File: src/common/decoder_settings.svh
`ifndef DECODER_SETTINGS_SVH
`define DECODER_SETTINGS_SVH

`default_nettype none

// Data path width between memory, I/O and the ALU
`define DEC_DATA_W 32

// Instruction word fields
`define DEC_OPCODE_W 7
`define DEC_OPERAND_W 9

// Data memory is addressed by the low operand bits
`define DEC_DMEM_ADDR_W 8

// Integer and logic ALU codes only
`define DEC_ALU_OP_W 5

`default_nettype wire

`endif
File: src/common/decoder_pkg.sv
`include "decoder_settings.svh"
`default_nettype none

package decoder_pkg;

	typedef logic [`DEC_DATA_W-1:0]      data_t;
	typedef logic [`DEC_OPCODE_W-1:0]    opcode_t;
	typedef logic [`DEC_OPERAND_W-1:0]   operand_t;
	typedef logic [`DEC_DMEM_ADDR_W-1:0] dmem_addr_t;

	// Memory form first, stack form second where both exist
	typedef enum logic [`DEC_OPCODE_W-1:0] {
		op_load = 0,
		op_pld = 1,
		op_set = 2,
		op_setp = 3,
		op_push = 4,
		op_jz = 5,
		op_jmp = 6,
		op_call = 7,
		op_return = 8,
		op_srf = 9,
		op_in = 10,
		op_out = 11,
		op_neg = 12,
		op_add = 13, op_sadd = 14,
		op_mlt = 15, op_smlt = 16,
		op_div = 17, op_sdiv = 18,
		op_mod = 19, op_smod = 20,
		op_and = 21, op_sand = 22,
		op_land = 23, op_sland = 24,
		op_or = 25, op_sor = 26,
		op_lor = 27, op_slor = 28,
		op_xor = 29, op_sxor = 30,
		op_inv = 31,
		op_linv = 32,
		op_equ = 33, op_sequ = 34,
		op_gre = 35, op_sgre = 36,
		op_les = 37, op_sles = 38,
		op_shr = 39, op_sshr = 40,
		op_shl = 41, op_sshl = 42,
		op_srs = 43, op_ssrs = 44,
		op_pst = 45,
		op_ssign = 46,
		op_norm = 47,
		op_abs = 49,
		op_ildi = 50,     // Indirect load, inverted bit order
		op_sign = 51,
		op_ldi = 52,      // Indirect load, offset in accumulator
		op_isrf = 53,
		op_pop = 64
	} opcode_e;

	typedef enum logic [`DEC_ALU_OP_W-1:0] {
		alu_nop = 0, alu_load, alu_add, alu_mul,
		alu_div, alu_mod, alu_neg, alu_norm,
		alu_abs, alu_pst, alu_sign, alu_or,
		alu_and, alu_inv, alu_xor, alu_les,
		alu_gre, alu_equ, alu_linv, alu_land,
		alu_lor, alu_shl, alu_shr, alu_srs
	} alu_op_e;

endpackage

`default_nettype wire

File: src/common/decoder_if.sv
`timescale 1ns/1ns
`default_nettype none

// Controls from the registered path, valid one cycle after the opcode
interface exec_ctrl_if;
	import decoder_pkg::*;

	alu_op_e alu_op;
	logic    srf;
	logic    invr;     // Inverted register file set
	logic    req_in;
	logic    out_en;

	modport src (
		output alu_op,
		output srf,
		output invr,
		output req_in,
		output out_en
	);

	modport dst (
		input invr,
		input req_in
	);
endinterface

// Controls from the combinational path, valid in the opcode cycle
interface mem_ctrl_if;
	logic mem_wr;
	logic push;
	logic pop;
	logic ldi;
	logic invl;     // Inverted indirect load

	modport src (
		output mem_wr,
		output push,
		output pop,
		output ldi,
		output invl
	);

	modport dst (
		input invl
	);
endinterface

`default_nettype wire

File: src/stack_decoder.sv
`timescale 1ns/1ns
`default_nettype none

module stack_decoder (
	input  logic                    clk,
	input  logic                    rst,
	input  decoder_pkg::opcode_t    opcode,
	input  decoder_pkg::operand_t   operand,
	output logic                    dsp_push,
	output logic                    dsp_pop,
	output decoder_pkg::alu_op_e    ula_op,
	output decoder_pkg::data_t      ula_data,
	output logic                    mem_wr,
	output decoder_pkg::dmem_addr_t mem_addr,
	input  decoder_pkg::data_t      mem_data_in,
	input  decoder_pkg::data_t      io_in,
	output logic                    req_in,
	output logic                    out_en,
	output logic                    srf,
	output logic                    ldi,
	output logic                    inv
);

	exec_ctrl_if exec_ctrl ();
	mem_ctrl_if  mem_ctrl ();

	exec_decoder exec_dec0 (
		.clk    (clk),
		.rst    (rst),
		.opcode (opcode),
		.ctrl   (exec_ctrl)
	);

	mem_decoder mem_dec0 (
		.opcode (opcode),
		.ctrl   (mem_ctrl)
	);

	operand_router router0 (
		.exec        (exec_ctrl),
		.mem         (mem_ctrl),
		.operand     (operand),
		.mem_data_in (mem_data_in),
		.io_in       (io_in),
		.ula_data    (ula_data),
		.mem_addr    (mem_addr),
		.inv         (inv)
	);

	// Registered controls
	assign ula_op = exec_ctrl.alu_op;
	assign srf    = exec_ctrl.srf;
	assign req_in = exec_ctrl.req_in;
	assign out_en = exec_ctrl.out_en;

	// Same-cycle controls
	assign mem_wr   = mem_ctrl.mem_wr;
	assign dsp_push = mem_ctrl.push;
	assign dsp_pop  = mem_ctrl.pop;
	assign ldi      = mem_ctrl.ldi;

endmodule

`default_nettype wire

File: src/operand_router.sv
`include "decoder_settings.svh"
`timescale 1ns/1ns
`default_nettype none

module operand_router (
	exec_ctrl_if.dst               exec,
	mem_ctrl_if.dst                mem,
	input  decoder_pkg::operand_t  operand,
	input  decoder_pkg::data_t     mem_data_in,
	input  decoder_pkg::data_t     io_in,
	output decoder_pkg::data_t     ula_data,
	output decoder_pkg::dmem_addr_t mem_addr,
	output logic                   inv
);

	// ILDI flags this cycle, ISRF flags the cycle after
	assign inv = mem.invl | exec.invr;

	// IN result reaches the ALU one cycle after the opcode
	assign ula_data = exec.req_in ? io_in : mem_data_in;

	assign mem_addr = operand[`DEC_DMEM_ADDR_W-1:0];     // Upper operand bits unused here

endmodule

`default_nettype wire

File: src/decode/mem_decoder.sv
`timescale 1ns/1ns
`default_nettype none

module mem_decoder (
	input  decoder_pkg::opcode_t opcode,
	mem_ctrl_if.src              ctrl
);
	import decoder_pkg::*;

	// Same-cycle decode so memory and stack act with the opcode
	always_comb begin
		ctrl.mem_wr = 1'b0;
		ctrl.push   = 1'b0;
		ctrl.pop    = 1'b0;
		ctrl.ldi    = 1'b0;
		ctrl.invl   = 1'b0;
		case (opcode)
			op_pld, op_push: begin
				ctrl.mem_wr = 1'b1;
				ctrl.push   = 1'b1;     // Accumulator goes onto the stack
			end
			op_set: begin
				ctrl.mem_wr = 1'b1;
			end
			op_setp: begin
				ctrl.mem_wr = 1'b1;
				ctrl.pop    = 1'b1;
			end
			op_srf, op_out, op_isrf, op_pop: begin
				ctrl.pop = 1'b1;
			end
			op_sadd, op_smlt, op_sdiv, op_smod, op_sand, op_sland,
			op_sor, op_slor, op_sxor, op_sequ, op_sgre, op_sles,
			op_sshr, op_sshl, op_ssrs, op_ssign: begin
				ctrl.pop = 1'b1;     // Stack forms consume the top operand
			end
			op_ildi: begin
				ctrl.ldi  = 1'b1;
				ctrl.invl = 1'b1;
			end
			op_ldi: begin
				ctrl.ldi = 1'b1;
			end
			default: ;     // Everything else leaves memory and stack alone
		endcase
	end

endmodule

`default_nettype wire

File: src/decode/exec_decoder.sv
`timescale 1ns/1ns
`default_nettype none

module exec_decoder (
	input  logic                 clk,
	input  logic                 rst,
	input  decoder_pkg::opcode_t opcode,
	exec_ctrl_if.src             ctrl
);
	import decoder_pkg::*;

	alu_op_e alu_op_d;
	logic    srf_d;
	logic    invr_d;
	logic    req_in_d;
	logic    out_en_d;

	// ALU code for the instruction now on the opcode bus
	always_comb begin
		case (opcode)
			op_load, op_pld, op_setp, op_in: alu_op_d = alu_load;
			op_ildi, op_ldi, op_pop:         alu_op_d = alu_load;     // Loads through memory read data
			op_neg:                          alu_op_d = alu_neg;
			op_add, op_sadd:                 alu_op_d = alu_add;
			op_mlt, op_smlt:                 alu_op_d = alu_mul;
			op_div, op_sdiv:                 alu_op_d = alu_div;
			op_mod, op_smod:                 alu_op_d = alu_mod;
			op_and, op_sand:                 alu_op_d = alu_and;
			op_land, op_sland:               alu_op_d = alu_land;
			op_or, op_sor:                   alu_op_d = alu_or;
			op_lor, op_slor:                 alu_op_d = alu_lor;
			op_xor, op_sxor:                 alu_op_d = alu_xor;
			op_equ, op_sequ:                 alu_op_d = alu_equ;
			op_gre, op_sgre:                 alu_op_d = alu_gre;
			op_les, op_sles:                 alu_op_d = alu_les;
			op_shr, op_sshr:                 alu_op_d = alu_shr;
			op_shl, op_sshl:                 alu_op_d = alu_shl;
			op_srs, op_ssrs:                 alu_op_d = alu_srs;
			op_inv:                          alu_op_d = alu_inv;      // Unary on accumulator
			op_linv:                         alu_op_d = alu_linv;
			op_pst:                          alu_op_d = alu_pst;
			op_ssign, op_sign:               alu_op_d = alu_sign;
			op_norm:                         alu_op_d = alu_norm;
			op_abs:                          alu_op_d = alu_abs;
			default:                         alu_op_d = alu_nop;      // Branches, stores and unused codes
		endcase
	end

	assign srf_d    = (opcode == op_srf) || (opcode == op_isrf);
	assign invr_d   = (opcode == op_isrf);
	assign req_in_d = (opcode == op_in);
	assign out_en_d = (opcode == op_out);

	always_ff @(posedge clk or posedge rst) begin
		if (rst) begin
			ctrl.alu_op <= alu_nop;
			ctrl.srf    <= 1'b0;
			ctrl.invr   <= 1'b0;
			ctrl.req_in <= 1'b0;
			ctrl.out_en <= 1'b0;
		end else begin
			ctrl.alu_op <= alu_op_d;
			ctrl.srf    <= srf_d;
			ctrl.invr   <= invr_d;
			ctrl.req_in <= req_in_d;     // Selects io_in for one cycle
			ctrl.out_en <= out_en_d;
		end
	end

endmodule

`default_nettype wire

File: config.mk
export PLATFORM = sky130hd
export DESIGN_NAME = stack_decoder
export DESIGN_NICKNAME = d
export VERILOG_FILES = /design/src/common/decoder_pkg.sv /design/src/common/decoder_if.sv /design/src/stack_decoder.sv /design/src/operand_router.sv /design/src/decode/mem_decoder.sv /design/src/decode/exec_decoder.sv
export VERILOG_INCLUDE_DIRS = /design/src /design/src/common
export SDC_FILE = /design/constraint.sdc
export NUM_CORES = 1
export LEC_CHECK = 0
export ABC_AREA = 1
export BUFFER_PORTS_ARGS = -buffer_cell sky130_fd_sc_hd__buf_2
export CORE_ASPECT_RATIO = 0.5
export CORE_MARGIN = 2
export CORE_UTILIZATION = 42
export CTS_BUF_LIST = sky130_fd_sc_hd__clkbuf_4 sky130_fd_sc_hd__clkbuf_8 sky130_fd_sc_hd__clkbuf_16
export DETAILED_ROUTE_END_ITERATION = 10
export PLACE_DENSITY = 0.87
export SYNTH_ARGS = -nofsm -noshare
export SYNTH_HDL_FRONTEND = slang
export SYNTH_HIERARCHICAL = 1
export SYNTH_SLANG_ARGS = --single-unit
File: constraint.sdc
create_clock -name clk -period 1.7 [get_ports clk]
set_input_delay 0.255 -clock clk [delete_from_list [all_inputs] [get_ports clk]]
set_output_delay 0.255 -clock clk [all_outputs]
set_load 0.1 [all_outputs]
# == Word level (Yosys, flattened, before mapping) ==
# Memories as Yosys holds them, arrays and structs flattened. A register that Yosys moved wholly into a read port is not among the register bits.
# Index checks and enable logic that the tools add are counted.
# classes
n_addsub,0
multipliers,0
div,0
magnitude_cmp,0
n_eq_ne,27
shift,0
muxes,6
bitwise_logic,1
reduce_logical,5
# ops
cell,count
$eq 7x6->1 const B,10
$eq 7x5->1 const B,8
$mux 32,1
$eq 7x4->1 const B,4
$reduce_or 21->1,1
$eq 7x2->1 const B,2
$eq 7x1->1 const B,1
$eq 7x3->1 const B,1
$eq 7x7->1 const B,1
$mux 1,5
$reduce_or 2->1,2
$reduce_or 4->1,1
$logic_or 1x1->1,1
$or 1x1->1,1
# totals
register_bits,4
latchBits,0
ram_bits,0
rom_bits,640
output_inout_bits,53
mem_count,1
# memory_table
name,words,width,read_ports,rd_ports_with_merged_regs,write_ports,line_no,rtl
(no name shown),128,5,1,1,0,exec_decoder.sv:20,case (opcode)

# == Depth between registers and ports, before layout ==
# logic_depth
word_depth,3
depth_mapped,10
mapped_depth_nobuf,10

# == Hierarchy ==
# The synthesis kept the hierarchy.
# by_module_without_submodules
module,n_inst,cells_per_inst,area_each_um2,seq_area_each_um2
exec_decoder,1,114,760.7,225.2
operand_router,1,113,558.0,0.0
mem_decoder,1,62,270.3,0.0

# == Worst setup path before layout ==
# OpenSTA, ideal clock, no wires.
# synth_timing
kind,input port to output port
start,input port opcode[6]
end,output port dsp_push
arrival_ps,2071
slack_ps,-626
stages,3
path_buffers,0
path_cell_list,nor3_1 inv_1 a21oi_1
# synth_between
elab_chain_cells,3
# synth_rtl
element,line_no,rtl
start: declaration,stack_decoder.sv:7,"input decoder_pkg::opcode_t opcode,"
$eq 7x1->1 / $eq 7x3->1 (equally long branches),mem_decoder.sv:17,case (opcode)
$reduce_or 2->1 *,mem_decoder.sv:17,
$mux 1 *,mem_decoder.sv:17,
end: declaration,stack_decoder.sv:9,"output logic dsp_push,"
# Every way passes the cells marked *; elsewhere a longest branch is shown, timed or not.

# == Worst setup path in the final report ==
# layout_timing
start,input port opcode[5]
end,output port dsp_push
# The elaborated chain is that of the path after synthesis.

==> results by group <==
Logic synthesis
  • Part of the Yosys area used for sequential elements: 14.2%
  • Mapped Area: 0.00159 mm²
  • Commonest register cell after synthesis: dfrtp_1
  • Syn nets: 378
  • Number of synthesized flops with an enable pin: 0
  • YS warnings: 6
  • Syn avg cell area: 5.50 µm²
  • Unique masters post-synth: 30
  • Async SR Flop Fraction: 100%
  • #FFs+latches synth: 9
  • Post-synthesis cell count: 289

Placement
  • DP Wirelength: 5.79 mm
  • Port Buffers: 117
  • Final GP Congestion: 1.01
  • Placed Cells: 443

Global route
  • Largest net degree at the start of global routing: 33
  • First-pass GRT wire length: 11.8 mm
  • Vias in the first global route: 2258
  • Tot GR Track Use: 35.5%
  • Grt total ovfl: 0
  • Initial antenna violation count: 1

Worst setup path
  • Endpoint class of the critical path: primary output
  • Crit path kind: input pin to primary output
  • Arrival @ worst endpoint: 1.41 ns
  • Crit start category: input pin
  • CP Launch Point: opcode[5]
  • WP data required: 1.44 ns
  • Crit-path max FO: 13

Finish
  • Area growth syn-to-layout: 79.6%
  • FF/Latch Area: 229 µm²
  • Diode count: 0
  • Post-Route Utilization: 80.9%
  • Final Non-Filler Cells: 449
  • Most common cell after layout, fill and taps aside: nand2_1
  • Commonest non-fill, non-tap cells in the layout: nand2_1, buf_2, nand2_2
  • # fillers: 152
  • Layout cell share with drive strength beyond 1: 47.2%
  • Area of the multi-input gates: 0.00117 mm²
  • Nets: 488

STA
  • Final setup vio count: 0
  • Actual slew at the worst max-slew pin: 0.542 ns
  • Fmax: 0.599 GHz
  • Setup TNS after final layout: 0 ns
  • Fin crit share: 98.2%
  • Slew margin rel.: 63.7%
  • Tmin final: 1.67 ns
  • RSZ-0062 raised after global routing: no
  • Max Slew Vio Count: 0
  • Final hold vios: 0

Drt
  • # DRC: 0
  • Router iterations before antenna repair: 5
  • Routed Antenna Nets: 0
  • Vias: 2600
  • DRT Wirelength: 8.67 mm
  • Via/cell ratio: 5.79
  • DR iter-0 viols: 323
  • DR WL/cell: 19.3 µm

Die
  • Die H: 47.5 µm
  • Initial Util: 45.0%
  • I/O pin count: 135
  • CORE AREA: 0.00353 mm²
  • Die area: 0.00432 mm²
  • Std-Cell Rows: 15
  • Chip width: 91.0 µm

Clock tree
  • # clock sinks: 9
  • CTS clk-pin slew, worst paths: 0.05 ns
  • Clk buf depth: 2
  • H-tree depth: 1
  • CTS Root Cell: clkbuf_8
  • Hold_buf cts: 0
  • TritonCTS buffer count: 3
  • CTS tree: yes

Run status
  • Status: complete, no violations

Power
  • Maximum vdd drop: 351 µV
  • Leak Pwr: 1.59 nW
  • Cell Pwr Density: 532 mW/mm²

Worst hold path
  • Hold crit path type: input pin to async pin

Flow run
  • Max Cap Viol: 0
-- layer usage --
layer / routed length, µm / part of all wire [%] / vias up / GRT usage [%]
met3: 1120 / 13 / 81 / 9.92
met2: 4110 / 47 / 258 / 68.3
li1: - / - / 1092 / -
met1: 2800 / 32 / 1167 / 38.3
met5: 11 / 0.13 / - / 0
met4: 629 / 7.3 / 2 / 18.8
-- repair_timing --
action,in CTS,in global routing
resized for setup,1,0
setup endpoints to repair,1,14
setup buffers,0,2
hold endpoints to repair,0,0
-- final cells by class --
type,instances,share of cell area [%]
repair buffers,124,42.8
flip-flops and latches,9,8.02
multi-input cells,233,41.1
well taps,51,2.24
clock buffers,4,1.71
inverters,28,4.12
-- where the power goes --
group          leakage (nW)  internal (mW)  switching (mW)
clock                0.0262          0.180          0.0930
combinational          1.45          0.319           0.700
sequential            0.120          0.224         0.00337
total                  1.59          0.723           0.797
-- stage by stage --
| stage | power (mW) | setup WS, ns | cell area (µm²) | hold slack [ns] |
|---|---|---|---|---|
| final | 1.52 | 0.0311 | 2850 | 0.00757 |
| after CTS | 1.49 | 0.0238 | 2830 | 0.0116 |
| after detailed placement | 1.21 | 0.0321 | 2770 | 0.228 |
| after global placement | 1.17 | 0.113 | 2770 | 0.204 |
| after global routing | 1.55 | 0.0337 | 2850 | 0.0275 |
| after floorplan | 0.922 | -0.0498 | 1700 | 0.0829 |
-- cell usage after synthesis (2+ instances only) --
cell	number	area share, %
o21ai_0	8	2.5
nand3_1	8	2.5
nand4_1	3	1.2
nand2_1	145	34
nand2_2	12	4.7
clkbuf_8	3	2.6
nor3b_1	2	0.94
inv_2	2	0.47
inv_1	25	5.9
nor2_2	4	1.6
nor2_1	24	5.7
nor3_1	4	1.3
ha_1	7	5.5
a21oi_1	7	2.2
buf_4	9	4.3
dfrtp_1	9	14
buf_6	4	2.8
-- critical path, stage by stage --
cell     delay, ns
buf_2         0.19
nor3_1        0.39
inv_1         0.19
a21oi_2       0.19
buf_12        0.19
-- logic make-up (layout without fill, tap and decap cells) --
| logic type | after synthesis | in the layout | synth area share [%] |
|---|---|---|---|
| AND/OR/NAND/NOR | 206 | 206 | 54.3 |
| buffers and inverters | 47 | 156 | 18.7 |
| AO/OA/AOI/OAI | 20 | 20 | 7.32 |
| flip-flops | 9 | 9 | 14.2 |
| adder cells (fa/ha/maj) | 7 | 7 | 5.51 |
-- registers in the layout, summed over array words and instances (netlist names) --
name	flops
exec_dec0/ctrl.out_en	1
exec_dec0/ctrl.srf	1
exec_dec0/ctrl.alu_op	5
exec_dec0/ctrl.invr	1
exec_dec0/ctrl.req_in	1
-- worst paths after layout --
| kind | end | slack (ns) | cells after the start |
|---|---|---|---|
| setup / recovery | dsp_push | 0.03 | 5 |
| hold / removal | exec_dec0/ctrl.out_en | 0.008 | 2 |
| max in group asynchronous | exec_dec0/ctrl.req_in | 1.39 | 2 |
| min in group clk | exec_dec0/ctrl.alu_op[0] | 0.42 | 3 |
(Power assumes the default switching activity.)
